==> src/hdl/id_read_pkg.sv <==
// Board position ID types
`default_nettype none

package id_read_pkg;

    ////////////////////////////////////////
    // Strap field widths
    ////////////////////////////////////////

    // Raw widths include the parity bit in the top position
    localparam int STATION_W = 8;
    localparam int RACK_W    = 4;
    localparam int SLOT_W    = 5;

    // All straps side by side, station in the upper bits
    localparam int STRAP_W   = STATION_W + RACK_W + SLOT_W;

    ////////////////////////////////////////
    // Raw and decoded fields
    ////////////////////////////////////////

    // Raw strap fields as seen on the backplane pins
    typedef logic [STATION_W-1:0] station_raw_t;
    typedef logic [RACK_W-1:0]    rack_raw_t;
    typedef logic [SLOT_W-1:0]    slot_raw_t;

    // Decoded IDs with the parity bit removed
    typedef logic [STATION_W-2:0] station_id_t;
    typedef logic [RACK_W-2:0]    rack_id_t;
    typedef logic [SLOT_W-2:0]    slot_id_t;

    // How a read ended
    typedef enum logic [1:0] {
        ID_OK         = 2'd0,
        ID_PARITY_ERR = 2'd1,
        ID_TIMEOUT    = 2'd2
    } id_status_e;

endpackage

`default_nettype wire
==> src/hdl/id_read_top.sv <==
// Board position ID reader
`timescale 1ns/10ps
`default_nettype none

module id_read_top import id_read_pkg::*; #(
    parameter int TICK_CLKS        = 50000,
    parameter int TICKS_PER_SAMPLE = 10,
    parameter int STABLE_COUNT     = 3,
    parameter int TIMEOUT_SAMPLES  = 100,
    parameter bit CHK_ENABLE       = 1'b1
) (
    input  logic         clk,
    input  logic         rst_n,
    input  station_raw_t i_station,
    input  rack_raw_t    i_rack,
    input  slot_raw_t    i_slot,
    input  logic         i_rescan,
    output logic         o_id_valid,
    output id_status_e   o_status,
    output station_id_t  o_station_id,
    output rack_id_t     o_rack_id,
    output slot_id_t     o_slot_id,
    output logic         o_station_err,
    output logic         o_rack_err,
    output logic         o_slot_err,
    input  logic         i_id_ready
);

    // Read control
    logic         arm;
    logic         sample_pulse;

    // Debounce to decode
    logic         dbc_valid;
    logic         dbc_ready;
    logic         dbc_timeout;
    station_raw_t dbc_station;
    rack_raw_t    dbc_rack;
    slot_raw_t    dbc_slot;

    // Decode to result
    logic         dec_valid;
    logic         dec_ready;
    id_status_e   dec_status;
    station_id_t  dec_station_id;
    rack_id_t     dec_rack_id;
    slot_id_t     dec_slot_id;
    logic         dec_station_err;
    logic         dec_rack_err;
    logic         dec_slot_err;

    ////////////////////////////////////////
    // Stage instances
    ////////////////////////////////////////

    id_sample_timer #(
        .TICK_CLKS        (TICK_CLKS),
        .TICKS_PER_SAMPLE (TICKS_PER_SAMPLE)
    ) u_timer (
        .clk            (clk),
        .rst_n          (rst_n),
        .i_arm          (arm),
        .o_sample_pulse (sample_pulse)
    );

    id_debounce #(
        .STABLE_COUNT    (STABLE_COUNT),
        .TIMEOUT_SAMPLES (TIMEOUT_SAMPLES)
    ) u_debounce (
        .clk            (clk),
        .rst_n          (rst_n),
        .i_arm          (arm),
        .i_sample_pulse (sample_pulse),
        .i_station      (i_station),
        .i_rack         (i_rack),
        .i_slot         (i_slot),
        .o_valid        (dbc_valid),
        .o_timeout      (dbc_timeout),
        .o_station      (dbc_station),
        .o_rack         (dbc_rack),
        .o_slot         (dbc_slot),
        .i_ready        (dbc_ready)
    );

    id_field_decode #(
        .CHK_ENABLE (CHK_ENABLE)
    ) u_decode (
        .clk           (clk),
        .rst_n         (rst_n),
        .i_valid       (dbc_valid),
        .o_ready       (dbc_ready),
        .i_timeout     (dbc_timeout),
        .i_station     (dbc_station),
        .i_rack        (dbc_rack),
        .i_slot        (dbc_slot),
        .o_valid       (dec_valid),
        .o_status      (dec_status),
        .o_station_id  (dec_station_id),
        .o_rack_id     (dec_rack_id),
        .o_slot_id     (dec_slot_id),
        .o_station_err (dec_station_err),
        .o_rack_err    (dec_rack_err),
        .o_slot_err    (dec_slot_err),
        .i_ready       (dec_ready)
    );

    id_result_reg u_result (
        .clk           (clk),
        .rst_n         (rst_n),
        .i_rescan      (i_rescan),
        .o_arm         (arm),
        .i_valid       (dec_valid),
        .o_ready       (dec_ready),
        .i_status      (dec_status),
        .i_station_id  (dec_station_id),
        .i_rack_id     (dec_rack_id),
        .i_slot_id     (dec_slot_id),
        .i_station_err (dec_station_err),
        .i_rack_err    (dec_rack_err),
        .i_slot_err    (dec_slot_err),
        .o_id_valid    (o_id_valid),
        .o_status      (o_status),
        .o_station_id  (o_station_id),
        .o_rack_id     (o_rack_id),
        .o_slot_id     (o_slot_id),
        .o_station_err (o_station_err),
        .o_rack_err    (o_rack_err),
        .o_slot_err    (o_slot_err),
        .i_id_ready    (i_id_ready)
    );

endmodule

`default_nettype wire

==> src/hdl/id_result_reg.sv <==
// ID result hold and read control
`timescale 1ns/10ps
`default_nettype none

module id_result_reg import id_read_pkg::*; (
    input  logic        clk,
    input  logic        rst_n,
    input  logic        i_rescan,
    output logic        o_arm,
    input  logic        i_valid,
    output logic        o_ready,
    input  id_status_e  i_status,
    input  station_id_t i_station_id,
    input  rack_id_t    i_rack_id,
    input  slot_id_t    i_slot_id,
    input  logic        i_station_err,
    input  logic        i_rack_err,
    input  logic        i_slot_err,
    output logic        o_id_valid,
    output id_status_e  o_status,
    output station_id_t o_station_id,
    output rack_id_t    o_rack_id,
    output slot_id_t    o_slot_id,
    output logic        o_station_err,
    output logic        o_rack_err,
    output logic        o_slot_err,
    input  logic        i_id_ready
);

    typedef enum logic [1:0] {
        IDLE  = 2'd0,
        ARMED = 2'd1,
        HOLD  = 2'd2
    } state_e;

    state_e state;
    state_e state_nxt;
    logic   boot_req;
    logic   take;

    // Read in flight, accept the one record it produces
    assign o_arm      = (state == ARMED);
    assign o_ready    = (state == ARMED);
    assign o_id_valid = (state == HOLD);
    assign take       = i_valid && o_ready;

    ////////////////////////////////////////
    // Read control FSM
    ////////////////////////////////////////

    always_comb
    begin
        state_nxt = state;
        case (state)
            // Rescan only counts here, nothing armed or pending
            IDLE:    if (boot_req || i_rescan) state_nxt = ARMED;
            ARMED:   if (take) state_nxt = HOLD;
            HOLD:    if (i_id_ready) state_nxt = IDLE;
            default: state_nxt = IDLE;
        endcase
    end

    // Boot request starts the first read one cycle after reset
    always_ff @(posedge clk or negedge rst_n)
    begin
        if (!rst_n)
        begin
            state    <= IDLE;
            boot_req <= 1'b1;
        end
        else
        begin
            state <= state_nxt;
            if (state_nxt == ARMED)
                boot_req <= 1'b0;
        end
    end

    // Result record, stable for as long as HOLD lasts
    always_ff @(posedge clk)
    begin
        if (take)
        begin
            o_status      <= i_status;
            o_station_id  <= i_station_id;
            o_rack_id     <= i_rack_id;
            o_slot_id     <= i_slot_id;
            o_station_err <= i_station_err;
            o_rack_err    <= i_rack_err;
            o_slot_err    <= i_slot_err;
        end
    end

endmodule

`default_nettype wire

==> src/hdl/id_field_decode.sv <==
// ID field parity decode
`timescale 1ns/10ps
`default_nettype none

module id_field_decode import id_read_pkg::*; #(
    parameter bit CHK_ENABLE = 1'b1
) (
    input  logic         clk,
    input  logic         rst_n,
    input  logic         i_valid,
    output logic         o_ready,
    input  logic         i_timeout,
    input  station_raw_t i_station,
    input  rack_raw_t    i_rack,
    input  slot_raw_t    i_slot,
    output logic         o_valid,
    output id_status_e   o_status,
    output station_id_t  o_station_id,
    output rack_id_t     o_rack_id,
    output slot_id_t     o_slot_id,
    output logic         o_station_err,
    output logic         o_rack_err,
    output logic         o_slot_err,
    input  logic         i_ready
);

    logic       load;
    logic       st_par;
    logic       rk_par;
    logic       sl_par;
    id_status_e status_nxt;

    // One entry, accepts when empty or draining this cycle
    assign o_ready = !o_valid || i_ready;
    assign load    = i_valid && o_ready;

    // Even parity per field, odd XOR flags an error
    assign st_par = CHK_ENABLE & (^i_station);
    assign rk_par = CHK_ENABLE & (^i_rack);
    assign sl_par = CHK_ENABLE & (^i_slot);

    // Timeout overrides any parity result
    always_comb
    begin
        if (i_timeout)
            status_nxt = ID_TIMEOUT;
        else if (st_par || rk_par || sl_par)
            status_nxt = ID_PARITY_ERR;
        else
            status_nxt = ID_OK;
    end

    always_ff @(posedge clk or negedge rst_n)
    begin
        if (!rst_n)
            o_valid <= 1'b0;
        else if (load)
            o_valid <= 1'b1;
        else if (i_ready)
            o_valid <= 1'b0;
    end

    // Record register
    always_ff @(posedge clk)
    begin
        if (load)
        begin
            o_status <= status_nxt;
            if (i_timeout)
            begin
                // No usable straps, zero IDs and flag every field
                o_station_id  <= '0;
                o_rack_id     <= '0;
                o_slot_id     <= '0;
                o_station_err <= 1'b1;
                o_rack_err    <= 1'b1;
                o_slot_err    <= 1'b1;
            end
            else
            begin
                // Parity bit sits on top, keep the rest
                o_station_id  <= i_station[STATION_W-2:0];
                o_rack_id     <= i_rack[RACK_W-2:0];
                o_slot_id     <= i_slot[SLOT_W-2:0];
                o_station_err <= st_par;
                o_rack_err    <= rk_par;
                o_slot_err    <= sl_par;
            end
        end
    end

endmodule

`default_nettype wire

==> src/hdl/id_debounce.sv <==
// Strap debounce and timeout
`timescale 1ns/10ps
`default_nettype none

module id_debounce import id_read_pkg::*; #(
    parameter int STABLE_COUNT    = 3,
    parameter int TIMEOUT_SAMPLES = 100
) (
    input  logic         clk,
    input  logic         rst_n,
    input  logic         i_arm,
    input  logic         i_sample_pulse,
    input  station_raw_t i_station,
    input  rack_raw_t    i_rack,
    input  slot_raw_t    i_slot,
    output logic         o_valid,
    output logic         o_timeout,
    output station_raw_t o_station,
    output rack_raw_t    o_rack,
    output slot_raw_t    o_slot,
    input  logic         i_ready
);

    localparam int MATCH_W = $clog2(STABLE_COUNT + 1);
    localparam int SAMP_W  = $clog2(TIMEOUT_SAMPLES + 1);
    localparam logic [MATCH_W-1:0] MATCH_LAST = MATCH_W'(STABLE_COUNT - 1);
    localparam logic [SAMP_W-1:0]  SAMP_LAST  = SAMP_W'(TIMEOUT_SAMPLES - 1);

    ////////////////////////////////////////
    // Strap synchronizer
    ////////////////////////////////////////

    logic [STRAP_W-1:0] strap_meta;
    logic [STRAP_W-1:0] strap_sync;

    // Two flops, straps are quasi-static
    always_ff @(posedge clk or negedge rst_n)
    begin
        if (!rst_n)
        begin
            strap_meta <= '0;
            strap_sync <= '0;
        end
        else
        begin
            strap_meta <= {i_station, i_rack, i_slot};
            strap_sync <= strap_meta;
        end
    end

    ////////////////////////////////////////
    // Sample compare and counters
    ////////////////////////////////////////

    logic [STRAP_W-1:0] strap_prev;
    logic [STRAP_W-1:0] rec;
    logic               have_prev;
    logic               rd_done;
    logic [MATCH_W-1:0] match_cnt;
    logic [SAMP_W-1:0]  samp_cnt;
    logic               take_sample;
    logic               same;
    logic               stable_hit;
    logic               timeout_hit;
    logic               emit;

    // Samples are ignored once this read has produced its record
    assign take_sample = i_arm && i_sample_pulse && !rd_done;

    // First sample has nothing to compare against
    assign same        = have_prev && (strap_sync == strap_prev);
    assign stable_hit  = same && (match_cnt == MATCH_LAST);
    // This sample brings the total to the limit
    assign timeout_hit = (samp_cnt == SAMP_LAST);
    assign emit        = take_sample && (stable_hit || timeout_hit);

    always_ff @(posedge clk or negedge rst_n)
    begin
        if (!rst_n)
        begin
            have_prev <= 1'b0;
            rd_done   <= 1'b0;
            match_cnt <= '0;
            samp_cnt  <= '0;
        end
        else if (!i_arm)
        begin
            // Fresh start for the next read
            have_prev <= 1'b0;
            rd_done   <= 1'b0;
            match_cnt <= '0;
            samp_cnt  <= '0;
        end
        else if (take_sample)
        begin
            have_prev <= 1'b1;
            samp_cnt  <= samp_cnt + 1'b1;
            match_cnt <= same ? match_cnt + 1'b1 : '0;
            if (stable_hit || timeout_hit)
                rd_done <= 1'b1;
        end
    end

    // Previous sample and the delivered record
    always_ff @(posedge clk)
    begin
        if (take_sample)
            strap_prev <= strap_sync;
        if (emit)
            rec <= strap_sync;
    end

    ////////////////////////////////////////
    // Output handshake
    ////////////////////////////////////////

    // Valid holds until the decode stage takes it, even after arm drops
    always_ff @(posedge clk or negedge rst_n)
    begin
        if (!rst_n)
        begin
            o_valid   <= 1'b0;
            o_timeout <= 1'b0;
        end
        else if (emit)
        begin
            o_valid   <= 1'b1;
            o_timeout <= !stable_hit;   // stability wins on a tie
        end
        else if (i_ready)
            o_valid <= 1'b0;
    end

    assign {o_station, o_rack, o_slot} = rec;

endmodule

`default_nettype wire

==> src/hdl/id_sample_timer.sv <==
// Strap sample interval timer
`timescale 1ns/10ps
`default_nettype none

module id_sample_timer #(
    parameter int TICK_CLKS        = 50000,
    parameter int TICKS_PER_SAMPLE = 10
) (
    input  logic clk,
    input  logic rst_n,
    input  logic i_arm,
    output logic o_sample_pulse
);

    // Counter widths, at least one bit each
    localparam int TICK_W = (TICK_CLKS > 1) ? $clog2(TICK_CLKS) : 1;
    localparam int SPAN_W = (TICKS_PER_SAMPLE > 1) ? $clog2(TICKS_PER_SAMPLE) : 1;
    localparam logic [TICK_W-1:0] TICK_LAST = TICK_W'(TICK_CLKS - 1);
    localparam logic [SPAN_W-1:0] SPAN_LAST = SPAN_W'(TICKS_PER_SAMPLE - 1);

    logic [TICK_W-1:0] tick_cnt;
    logic [SPAN_W-1:0] span_cnt;
    logic              tick_end;

    // Last clock of a base tick
    assign tick_end = (tick_cnt == TICK_LAST);

    // Base tick divider, then ticks per sample
    // Both restart from zero whenever arm is low
    always_ff @(posedge clk or negedge rst_n)
    begin
        if (!rst_n)
        begin
            tick_cnt <= '0;
            span_cnt <= '0;
        end
        else if (!i_arm)
        begin
            tick_cnt <= '0;
            span_cnt <= '0;
        end
        else
        begin
            tick_cnt <= tick_end ? '0 : tick_cnt + 1'b1;
            if (tick_end)
                span_cnt <= (span_cnt == SPAN_LAST) ? '0 : span_cnt + 1'b1;
        end
    end

    // One clock wide, only while a read is armed
    assign o_sample_pulse = i_arm && tick_end && (span_cnt == SPAN_LAST);

endmodule

`default_nettype wire

==> config.mk <==
export PLATFORM = sky130hd
export DESIGN_NAME = id_read_top
export DESIGN_NICKNAME = d
export VERILOG_FILES = /design/src/hdl/id_read_pkg.sv /design/src/hdl/id_read_top.sv /design/src/hdl/id_result_reg.sv /design/src/hdl/id_field_decode.sv /design/src/hdl/id_debounce.sv /design/src/hdl/id_sample_timer.sv
export SDC_FILE = /design/constraint.sdc
export NUM_CORES = 1
export LEC_CHECK = 0
export ABC_AREA = 1
export BUFFER_PORTS_ARGS = -buffer_cell sky130_fd_sc_hd__buf_2
export CAP_MARGIN = 20
export CORE_UTILIZATION = 23
export DETAILED_ROUTE_END_ITERATION = 12
export REMOVE_ABC_BUFFERS = 1
export SLEW_MARGIN = 20
export SYNTH_ARGS = -nofsm -noshare
export SYNTH_HDL_FRONTEND = slang
export SYNTH_HIERARCHICAL = 1
export SYNTH_SLANG_ARGS = --single-unit
export TNS_END_PERCENT = 1
==> constraint.sdc <==
create_clock -name clk -period 3.4 [get_ports clk]
set_input_delay 0.85 -clock clk [delete_from_list [all_inputs] [get_ports clk]]
set_output_delay 0.85 -clock clk [all_outputs]
set_load 0.05 [all_outputs]
# After elaboration in Yosys (flattened, before gate mapping)
# Cells that the tools add are included.
# op_classes
n_addsub,4
n_eq_ne,11
mux,24
n_reduce_logical,24
# ops
cell,count
16-bit two-way mux,2
17-bit == test,1
16-bit by 1-bit adder with 16-bit output (second input constant),1
16-bit == test (second input constant),1
7-bit two-way mux,2
2-bit two-way mux,6
4-bit two-way mux,3
1-bit two-way mux,10
1-bit logical AND,9
8-bit XOR reduction,1
7-bit by 1-bit adder with 7-bit output (second input constant),1
7-bit == test (second input constant),1
2-bit != test (second input constant),3
2-bit one-hot mux with 3 select lines,1
1-bit logical OR,5
5-bit XOR reduction,1
4-bit by 1-bit adder with 4-bit output (second input constant),1
2-bit by 1-bit == test with 1-bit output (second input constant),2
2-bit == test (second input constant),2
4-bit == test (second input constant),1
2-bit nonzero test,2
4-bit XOR reduction,1
1-bit zero test,3
2-bit by 1-bit adder with 2-bit output (second input constant),1
2 further kinds,2
# word_totals
ff_bits,143
in_bits,21
word_cells,92

# Longest topological paths before layout
# Gate-level depths: netlist of run 1.
# logic_depth
word_depth,7
depth_mapped,13
depth_no_buf,13

# By module
# Netlist of run 1, hierarchy kept.
# by_module_without_submodules
module,instances,cells_per_inst,area_each_um2,seq_area_each_um2
id_debounce,1,222,2876.5,2197.1
id_sample_timer,1,161,1208.7,500.5
id_field_decode,1,117,1002.2,595.6
id_result_reg,1,36,710.7,646.9

# Worst setup path before layout of run 1
# No wires, ideal clock.
# synth_path
path_kind,reg2reg
start,register u_result.state[1]
end,"register u_debounce.rec[0], enable pin"
setup_ns,0.373
arrival_ns,2.224
required_ns,3.027
setup_slack_ns,0.802
path_stages_with_launch,9
path_buffers,1
period_less_slack_ns,2.598
path_cell_list,dfrtp_1 -> nor2_1 -> buf_2 -> nand2_1 -> nor2_1 -> nand2_4 -> inv_6 -> nand3_4 -> nand2_1
# synth_via
elab_chain_len,6
# synth_lines
element,line_no,source
"start, declared",id_result_reg.sv:36,state_e state;
"start signal, assigned",id_result_reg.sv:73,state <= state_nxt;
2-bit by 1-bit == test with 1-bit output,id_result_reg.sv:42,assign o_arm = (state == ARMED);
net arm,id_read_top.sv:30,logic arm;
1-bit logical AND (2 in a row),id_sample_timer.sv:51,assign o_sample_pulse = i_arm && tick_end && (span_cnt == SPAN_LAST);
net sample_pulse,id_read_top.sv:31,logic sample_pulse;
1-bit logical AND (2 in a row),id_debounce.sv:68,assign take_sample = i_arm && i_sample_pulse && !rd_done;
net u_debounce.take_sample,id_debounce.sv:61,logic take_sample;
1-bit logical AND,id_debounce.sv:75,assign emit = take_sample && (stable_hit || timeout_hit);
net u_debounce.emit,id_debounce.sv:65,logic emit;
"end signal, assigned",id_debounce.sv:110,rec <= strap_sync;
"end, declared",id_debounce.sv:56,logic [STRAP_W-1:0] rec;
# The timed path passes the listed nets, and every way through them passes these cells.
# A chain may end at the register's enable or synchronous reset.

# Final worst setup path of run 1
# layout_path
start,register u_timer.tick_cnt[0]
end,"register u_debounce.rec[7], enable pin"
# layout_via
elab_chain_len,6
# layout_lines
element,line_no,source
"start, declared",id_sample_timer.sv:21,logic [TICK_W-1:0] tick_cnt;
"start signal, assigned",id_sample_timer.sv:44,tick_cnt <= tick_end ? '0 : tick_cnt + 1'b1;
16-bit == test,id_sample_timer.sv:26,assign tick_end = (tick_cnt == TICK_LAST);
1-bit logical AND (2 in a row),id_sample_timer.sv:51,
net sample_pulse,id_read_top.sv:31,
1-bit logical AND (2 in a row),id_debounce.sv:68,
1-bit logical AND,id_debounce.sv:75,
net u_debounce.emit,id_debounce.sv:65,
# The timed path passes the listed nets, and every way through them passes these cells.

==> results of run 1 <==
through the flow:
step | utilization | worst slack [ns] | instances | power (uW)
floorplan | - | 0.663 | 532 | 2120
global placement | 0.262 | 0.687 | 900 | 2200
detailed placement | 0.262 | 0.629 | 900 | 2200
CTS | 0.286 | 0.619 | 932 | 4070
global route | 0.286 | 0.338 | 932 | 4190
finish | 0.286 | 0.645 | 932 | 4020
power by group through the flow:
| stage | sequential, uW | clock, uW | combinational, uW |
|---|---|---|---|
| after detailed placement | 1990 | 0 | 216 |
| final | 1950 | 1850 | 213 |
| after global placement | 1980 | 0 | 218 |
| after floorplan | 1970 | 0 | 156 |
| after CTS | 1950 | 1900 | 218 |
| after global routing | 1960 | 1980 | 251 |
state kept, by name, indices dropped and copies added, names as in the netlist, 2 cells and up:
register / cells
u_timer/span_cnt: 4
u_debounce/match_cnt: 2
u_debounce/rec: 17
u_debounce/samp_cnt: 7
u_debounce/strap_sync: 17
u_result/o_station_id: 7
u_decode/o_slot_id: 4
u_result/o_slot_id: 4
u_decode/o_station_id: 7
u_debounce/strap_prev: 17
u_decode/o_rack_id: 3
u_result/o_rack_id: 3
u_timer/tick_cnt: 16
u_decode/o_status: 2
u_result/o_status: 2
u_result/state: 2
u_debounce/strap_meta: 17
area by class of cell:
class	count	area [sq um]	share of cell area
Sequential cell	143	3940	0.562
Multi-Input combinational cell	307	1530	0.218
Clock buffer	17	425	0.0607
Tap cell	324	405	0.0578
Inverter	82	313	0.0446
Timing Repair Buffer	44	230	0.0328
Clock inverter	15	171	0.0244
final timing paths:
kind	cells after the start	start	slack, ns	to
setup / recovery	11	u_timer/tick_cnt[0]	0.64	u_debounce/rec[7]
setup reg to reg	11	u_timer/tick_cnt[0]	0.64	u_debounce/rec[7]
hold reg to reg	0	u_debounce/strap_meta[8]	0.35	u_debounce/strap_sync[8]
hold / removal	0	u_debounce/strap_meta[8]	0.35	u_debounce/strap_sync[8]
max in group asynchronous	2	rst_n	2.16	u_timer/tick_cnt[0]
min in group asynchronous	2	rst_n	0.65	u_debounce/strap_meta[2]
worst max-delay path: stages (launching register included):
cell	delay, ns
sky130_fd_sc_hd__dfrtp_1	0.40
sky130_fd_sc_hd__ha_1	0.24
sky130_fd_sc_hd__nand2_4	0.10
sky130_fd_sc_hd__nor2_4	0.14
sky130_fd_sc_hd__nand4_1	0.12
sky130_fd_sc_hd__nor2_2	0.17
sky130_fd_sc_hd__nand2_1	0.07
sky130_fd_sc_hd__nor2_1	0.18
sky130_fd_sc_hd__nand2_4	0.12
sky130_fd_sc_hd__nor2_1	0.15
sky130_fd_sc_hd__nand4_1	0.18
sky130_fd_sc_hd__nand2_1	0.53
per-layer routing:
metal	vias up	GRT usage	routed length, um
met5	-	0	0
met4	0	0.0334	127
met3	10	0.0266	366
met2	51	0.113	3840
met1	1539	0.112	5000
li1	1834	-	-
placed cells by master (no fill, tap or decap), drive strengths merged, types with 5 or more instances in the layout:
cell / instances
nor3: 10
ha: 5
buf: 44
a21oi: 8
xor2: 6
edfxtp: 72
inv: 91
clkbuf: 17
nand3: 34
o21ai: 13
nand4: 6
xnor2: 9
nor2: 79
nand2: 128
dfrtp: 70
cell families after synthesis:
group,share of synthesized area
AOI/OAI and AO/OA,0.0222
DFF,0.680
adders and majority gates,0.0108
xor gates and xnor gates,0.0227
and+or+nand+nor,0.207
buffers and inverters,0.0576
==> flow_summary.yaml, run 1 <==
worst_setup_path:
  critPathRequiredTime_ns: 3.45
  critical_path.startpoint_type: "register"
  endpoint_kind: "register"
  worstPathArrival_ns: 2.80
  critical_path_peak_fanout: 17
  critical_path_class: "reg2reg"
timing:
  final-setup-viol-count: 0
  worstMarginPinSlew_ns: 0.901
  final.setup.tns_ns: 0
  max_fclk_ghz: 0.363
  finalMaxSlewViolations: 0
  finalCritPeriodShare: 0.810
  timing.final.crit_period_ns: 2.76
  relSlewSlack: 0.400
  hold_ws_ns: 0.347
  timing.final.hold_violations: 0
  rsz0062_at_grt: "false"
  finClkSkew_ns: 0.0115
logic_synthesis:
  synthesized_area_sq_um: 5800
  synth_seq_cells: 143
  synth_top_area_cell: "sky130_fd_sc_hd__edfxtp_1"
  gate_count_of_the_mapped_netlist: 536
  synth.top_cell.area_share: 0.373
  syn_area_per_cell_sq_um: 10.8
  synth_async_sr_flop_share: 0.497
  synthFlopType: "sky130_fd_sc_hd__edfxtp_1"
  synth.area.top_cells: "sky130_fd_sc_hd__edfxtp_1, sky130_fd_sc_hd__dfrtp_1, sky130_fd_sc_hd__nand2_1"
  synth_edf_count: 72
  synth_sequential_area_ratio: 0.680
  synth_warnings: 6
  unique_cell_type_count_in_the_yosys_netlist: 35
  synthTopCellsByCount: "sky130_fd_sc_hd__nand2_1, sky130_fd_sc_hd__inv_1, sky130_fd_sc_hd__nor2_1, sky130_fd_sc_hd__edfxtp_1, sky130_fd_sc_hd__dfrtp_1"
  yosysMostFrequentCell: "sky130_fd_sc_hd__nand2_1"
pwr:
  switching_share: 0.238
  power.density_cell_area_nw_per_um2: 573
  power_frac_clock: 0.461
  power.share.combinational: 0.053
  vdd_ir_drop_max_mv: 0.244
  total_switching_power_uw: 954
  power.static_leakage_uw: 0.00310
  internal-power_uw: 3060
  seq_power_share: 0.486
placed_design:
  routabilityCongestion: 0.819
  post_dp_cell_area_sq_um: 6420
  detailedPlacementHpwl_um: 6660
  port-buffer-count: 40
clock_tree:
  cts_buffer_count: 17
  clock_insertion_delay_worst_skew_ns: 0.42
  holdBufCountCts: 0
  postCtsResizedCells: 0
  cts_buffer_depth: 2
  cts-htree-levels: 4
  cts-root-buf: "sky130_fd_sc_hd__clkbuf_16"
  clk_transition_reported_paths_ns: 0.06
  cts_tree: "built"
  cts_post_setup_buffers_inserted: 0
  cts_num_sinks: 143
flow_run:
  max-cap-violations: 0
floorplanning:
  die_area_sq_um: 25800
  num_rows: 57
  floorplan.initialDensity: 0.236
  die-height_um: 161
  floorplan.die.width_um: 161
  core_area_sq_um: 24500
  pin_count: 41
grt:
  grt.overflow.total: 0
  grt_pass1_wl_um: 16000
  first_global_vias: 3284
  pin_count_of_the_biggest_net_entering_global_routing: 72
  grt.total_usage: 0.0801
  antenna_violations_before_repair: 0
layout:
  n_antenna_cell: 0
  fillerInstances: 2545
  drive_above_1_share: 0.173
  nets: 621
  postLayoutCellArea_sq_um: 7010
  area_growth_syn_to_layout_pct: 21.0
route:
  remaining_antenna_violation_count_after_routing: 0
  drcViolationCount: 0
  drt_first_pass_iters: 4
  routedWlPerCell_um: 10.0
  dr.first_iter.drc_count: 178
  via_total_after_detailed_routing: 3434
  drt-vias-per-instance: 3.68
  routed_wl_um: 9340
outcome:
  status: "finished clean"
hold_path:
  worstHoldPathType: "reg2reg"
Note: power is estimated with default switching activity, not from simulation.
==> run 2, diff against run 1 <==
Clock period 3.4 ns to 2.5 ns, I/O delays scaled along.
==> run 2 against run 1 <==
  * Die area is the same
  * Via count grew 4.4%
  * Wire length up 3.4%
  * Highest routed layer unchanged
  * Worst hold slack worse by 0.11 ns
  * Utilization up 0.31 points
  * First-iteration DRC count grew 28%
  * Global-route usage grew 0.27 points
  * Cell count up 0.75%
  * Clock power grew 32%
==> flow_summary.yaml, run 2 (synthesized netlist as in run 1, its figures left out) <==
outcome:
  status: "finished clean"
layout:
  area_growth_syn_to_layout_pct: 22.3
  nets: 628
  postLayoutCellArea_sq_um: 7090
  mostFrequentLayoutCells: "sky130_fd_sc_hd__nand2_1, sky130_fd_sc_hd__inv_1, sky130_fd_sc_hd__nor2_1, sky130_fd_sc_hd__edfxtp_1, sky130_fd_sc_hd__dfrtp_1"
  layout_commonest_cell: "sky130_fd_sc_hd__nand2_1"
  drive_above_1_share: 0.187
  n_antenna_cell: 0
placed_design:
  detailedPlacementHpwl_um: 6970
  routabilityCongestion: 0.829
  port-buffer-count: 40
  post_dp_cell_area_sq_um: 6470
floorplanning:
  num_rows: 57
  die_area_sq_um: 25800
  die-height_um: 161
  pin_count: 41
  floorplan.die.width_um: 161
  floorplan.initialDensity: 0.236
  core_area_sq_um: 24500
pwr:
  vdd_ir_drop_max_mv: 0.386
  power.static_leakage_uw: 0.00313
  p_total_uw: 5400
  power.density_cell_area_nw_per_um2: 761
timing:
  max_fclk_ghz: 0.443
  finClkSkew_ns: 0.0113
  worstMarginPinSlew_ns: 0.643
  finalCritPeriodShare: 0.903
  final.setup.tns_ns: 0
  rsz0062_at_grt: "false"
  hold_ws_ns: 0.234
  relSlewSlack: 0.571
  timing.final.crit_period_ns: 2.26
  timing.final.hold_violations: 0
  final-setup-viol-count: 0
  finalMaxSlewViolations: 0
worst_setup_path:
  timing.critical_path.from: "u_timer/tick_cnt[0]"
  critical_path.n_buffers_inverters: 1
  timing.critical_path.slowest_cell_delay_ns: 0.39
  critical_path_class: "reg2reg"
  critPathRequiredTime_ns: 2.63
  endpoint_kind: "register"
  cp_cell_sequence: "ha_2 -> nand2_4 -> nor2_4 -> nand4_1 -> nor2_4 -> nand2_1 -> nor2_2 -> nand2_4 -> nor2_1 -> nand4_1 -> nand2_2 -> buf_12"
  worstPathArrival_ns: 2.39
  top_cell_family_by_delay_on_the_critical_path: "simple AND/OR/NAND/NOR gates"
  cp_slowest_cell: "sky130_fd_sc_hd__dfrtp_1"
  crit_cells: 12
  worst-r2r-cell-count: 12
  critical_path_peak_fanout: 17
  critical_path.startpoint_type: "register"
  crit-reg2reg-launch: "u_timer/tick_cnt[0]"
clock_tree:
  cts-root-buf: "sky130_fd_sc_hd__clkbuf_16"
  clk_transition_reported_paths_ns: 0.06
  cts_buffer_depth: 2
  cts-htree-levels: 4
  cts_tree: "built"
  cts_buffer_count: 17
  cts_num_sinks: 143
  holdBufCountCts: 0
  clock_insertion_delay_worst_skew_ns: 0.42
route:
  dr.first_iter.drc_count: 227
  via_total_after_detailed_routing: 3584
  routed_wl_um: 9660
  routedWlPerCell_um: 10.3
  drcViolationCount: 0
  drt_first_pass_iters: 4
  remaining_antenna_violation_count_after_routing: 0
  drt-vias-per-instance: 3.82
flow_run:
  max-cap-violations: 0
grt:
  grt.overflow.total: 0
  grt.total_usage: 0.0828
  grt_pass1_wl_um: 16600
  antenna_violations_before_repair: 0
  pin_count_of_the_biggest_net_entering_global_routing: 31
  first_global_vias: 3515
hold_path:
  worstHoldPathType: "in2async"
-- run 2: stage by stage --
step | std cells | utilization | worst slack (ns)
3_5_place_dp | 904 | 0.264 | 0.0838
5_1_grt | 939 | 0.289 | 0.0414
4_1_cts | 936 | 0.288 | 0.0705
3_3_place_gp | 904 | 0.264 | 0.153
6_report | 939 | 0.289 | 0.242
2_1_floorplan | 532 | - | -0.237
-- run 2: layout make-up --
class,instances,area [sq um]
fillers,2526,17400
repair buffers,51,308
flip-flops and latches,143,3940
inverters,82,313
multi-input cells,307,1540
well taps,324,405
clock buffers,18,429
clock inverters,14,154
-- run 2: where the power goes --
| group | total [uW] | internal (uW) | leakage [uW] | switching [uW] |
|---|---|---|---|---|
| logic | 298 | 118 | 0.00132 | 180 |
| registers | 2650 | 2550 | 0.00153 | 100 |
| clock network | 2450 | 1410 | 0.000284 | 1040 |
-- run 2: metal layers --
metal | wire, um | up-vias | GRT usage
met3 | 301 | 20 | 0.0227
met5 | 0 | - | 0
met2 | 4170 | 64 | 0.121
li1 | - | 1843 | -
met4 | 212 | 0 | 0.0446
met1 | 4970 | 1657 | 0.111
-- run 2: path summary, 6_finish.rpt --
path,endpoint,slack (ns)
min in group clk,u_debounce/strap_meta[6],0.31
max in group asynchronous,u_result/boot_req,1.61
min,u_debounce/strap_sync[5],0.23
max,u_debounce/rec[0],0.24
min reg2reg,u_debounce/strap_sync[11],0.35
max reg2reg,u_debounce/rec[0],0.24
-- run 2: timing repair --
| action | 4_1_cts | 5_1_grt |
|---|---|---|
| gates resized for setup | 0 | 4 |
| buffers inserted | 0 | 3 |
| endpoints found under the setup margin | 0 | 17 |
==> run 3, diff against run 2 <==
Clock period 2.5 ns to 2.3 ns, I/O delays scaled along.
==> run 3 against run 2 <==
  * Critical path depth unchanged
  * Sequential share of layout area decreased by 0.15 points
  * Flip-flop and latch count unchanged
  * Highest routed layer unchanged
  * Setup slack got worse by 0.023 ns
  * Die area unchanged
  * Critical path type unchanged
  * Largest cell class unchanged
==> flow_summary.yaml, run 3 (synthesized netlist as in run 1, its figures left out) <==
floorplanning:
  core_area_sq_um: 24500
  die-height_um: 161
  pin_count: 41
  die_area_sq_um: 25800
  floorplan.die.width_um: 161
  num_rows: 57
  floorplan.initialDensity: 0.236
pwr:
  power.density_cell_area_nw_per_um2: 825
  vdd_ir_drop_max_mv: 0.432
  p_total_uw: 5860
  power.static_leakage_uw: 0.00315
timing:
  hold_ws_ns: 0.266
  finalMaxSlewViolations: 0
  rsz0062_at_grt: "false"
  finClkSkew_ns: 0.0115
  max_fclk_ghz: 0.481
  timing.final.crit_period_ns: 2.08
  finalCritPeriodShare: 0.905
  timing.final.hold_violations: 0
  relSlewSlack: 0.649
  final-setup-viol-count: 0
  worstMarginPinSlew_ns: 0.527
grt:
  global_route_met3_usage: 0.0287
  pin_count_of_the_biggest_net_entering_global_routing: 42
  grt_pass1_wl_um: 16500
  first_global_vias: 3450
  use_met2: 0.118
  grt_busiest_layer: "met2"
  grt.overflow.total: 0
  gr-usage-met1: 0.112
  antenna_violations_before_repair: 0
  grt.total_usage: 0.0818
clock_tree:
  cts-root-buf: "sky130_fd_sc_hd__clkbuf_16"
  cts_buffer_count: 17
  cts_tree: "built"
  clk_transition_reported_paths_ns: 0.06
  cts_buffer_depth: 2
  clock_insertion_delay_worst_skew_ns: 0.41
  cts-htree-levels: 4
  cts_num_sinks: 143
placed_design:
  dp.cells: 909
  routabilityCongestion: 0.837
  detailedPlacementHpwl_um: 7100
  port-buffer-count: 40
route:
  remaining_antenna_violation_count_after_routing: 0
  dr.first_iter.drc_count: 147
  routedWlPerCell_um: 10.2
  via_total_after_detailed_routing: 3554
  routed_wl_um: 9590
  drt-vias-per-instance: 3.77
  drt_first_pass_iters: 4
  drcViolationCount: 0
layout:
  layout_commonest_cell: "sky130_fd_sc_hd__nand2_1"
  nets: 632
  area_growth_syn_to_layout_pct: 22.6
  mostFrequentLayoutCells: "sky130_fd_sc_hd__nand2_1, sky130_fd_sc_hd__inv_1, sky130_fd_sc_hd__nor2_1, sky130_fd_sc_hd__edfxtp_1, sky130_fd_sc_hd__dfrtp_1"
  finish.cell_count_without_fillers: 943
  n_antenna_cell: 0
  seq_area_sq_um: 3940
  fillerInstances: 2531
  postLayoutCoreUtil: 0.290
  drive_above_1_share: 0.191
  multiInputGateArea_sq_um: 1540
worst_setup_path:
  worst_case_register_to_register_setup_slack_ns: 0.22
  worst-r2r-cell-count: 12
  critical_path_class: "reg2reg"
  critical_path_peak_fanout: 17
  crit-reg2reg-launch: "u_timer/tick_cnt[0]"
  timing.critical_path.from: "u_timer/tick_cnt[0]"
  worstPathArrival_ns: 2.20
  critical_path.startpoint_type: "register"
  reg_to_reg_endpoint: "u_debounce/rec[13]"
  critPathRequiredTime_ns: 2.42
  endpoint_kind: "register"
hold_path:
  worstHoldPathType: "in2reg"
  min_delay_worst_endpoint: "u_debounce/strap_meta[3]"
  hold_path_depth: 1
  hold_path_startpoint: "i_slot[3]"
outcome:
  status: "finished clean"
flow_run:
  max-cap-violations: 0
-- run 3: per-layer routing --
layer / share of wire / vias up
li1: - / 1856
met1: 0.53 / 1634
met2: 0.42 / 60
met3: 0.037 / 4
met4: 0.0062 / 0
met5: 0 / -
-- run 3: what timing repair did --
item	4_1_cts	5_1_grt
resized for setup	0	3
hold buffers	1	0
endpoints found under the setup margin	0	17
hold endpoints to repair	4	0
setup buffers	0	1
-- run 3: worst max path at each step --
stage / end / slack (ns)
after floorplan: u_decode/o_rack_err / -0.44
after global placement: u_debounce/rec[1] / 0.12
after detailed placement: u_debounce/rec[0] / 0.12
after CTS: u_debounce/rec[5] / 0.11
after global routing: u_debounce/rec[5] / 0.01
final: u_debounce/rec[13] / 0.22
-- run 3: where the power goes --
part | internal [uW] | switching (uW)
logic | 142 | 207
clock network | 1520 | 1110
registers | 2780 | 106
-- run 3: stage by stage --
stage / TNS (ns) / area [sq um] / setup WS, ns
floorplan: -14.23 / 5780 / -0.437
global placement: 0 / 6510 / 0.117
detailed placement: 0 / 6510 / 0.118
CTS: 0 / 7090 / 0.107
global route: 0 / 7110 / 0.0101
finish: 0 / 7110 / 0.219
-- run 3: final cells by class --
| type | count | share of cell area |
|---|---|---|
| well taps | 324 | 0.0570 |
| multi-input cells | 307 | 0.216 |
| inverters | 82 | 0.0440 |
| repair buffers | 55 | 0.0479 |
| clock buffers | 17 | 0.0598 |
| flip-flops and latches | 143 | 0.554 |
| clock inverters | 15 | 0.0209 |
-- run 3: worst max-delay path: stages (launching register included) --
cell	delay (ns)
sky130_fd_sc_hd__dfrtp_1	0.35
sky130_fd_sc_hd__ha_2	0.21
sky130_fd_sc_hd__nand2_4	0.08
sky130_fd_sc_hd__nor2_4	0.10
sky130_fd_sc_hd__nand4_1	0.09
sky130_fd_sc_hd__nor2_2	0.12
sky130_fd_sc_hd__nand2_1	0.08
sky130_fd_sc_hd__nor2_2	0.14
sky130_fd_sc_hd__nand2_4	0.09
sky130_fd_sc_hd__nor2_1	0.12
sky130_fd_sc_hd__nand4_1	0.15
sky130_fd_sc_hd__nand2_2	0.11
sky130_fd_sc_hd__buf_12	0.15
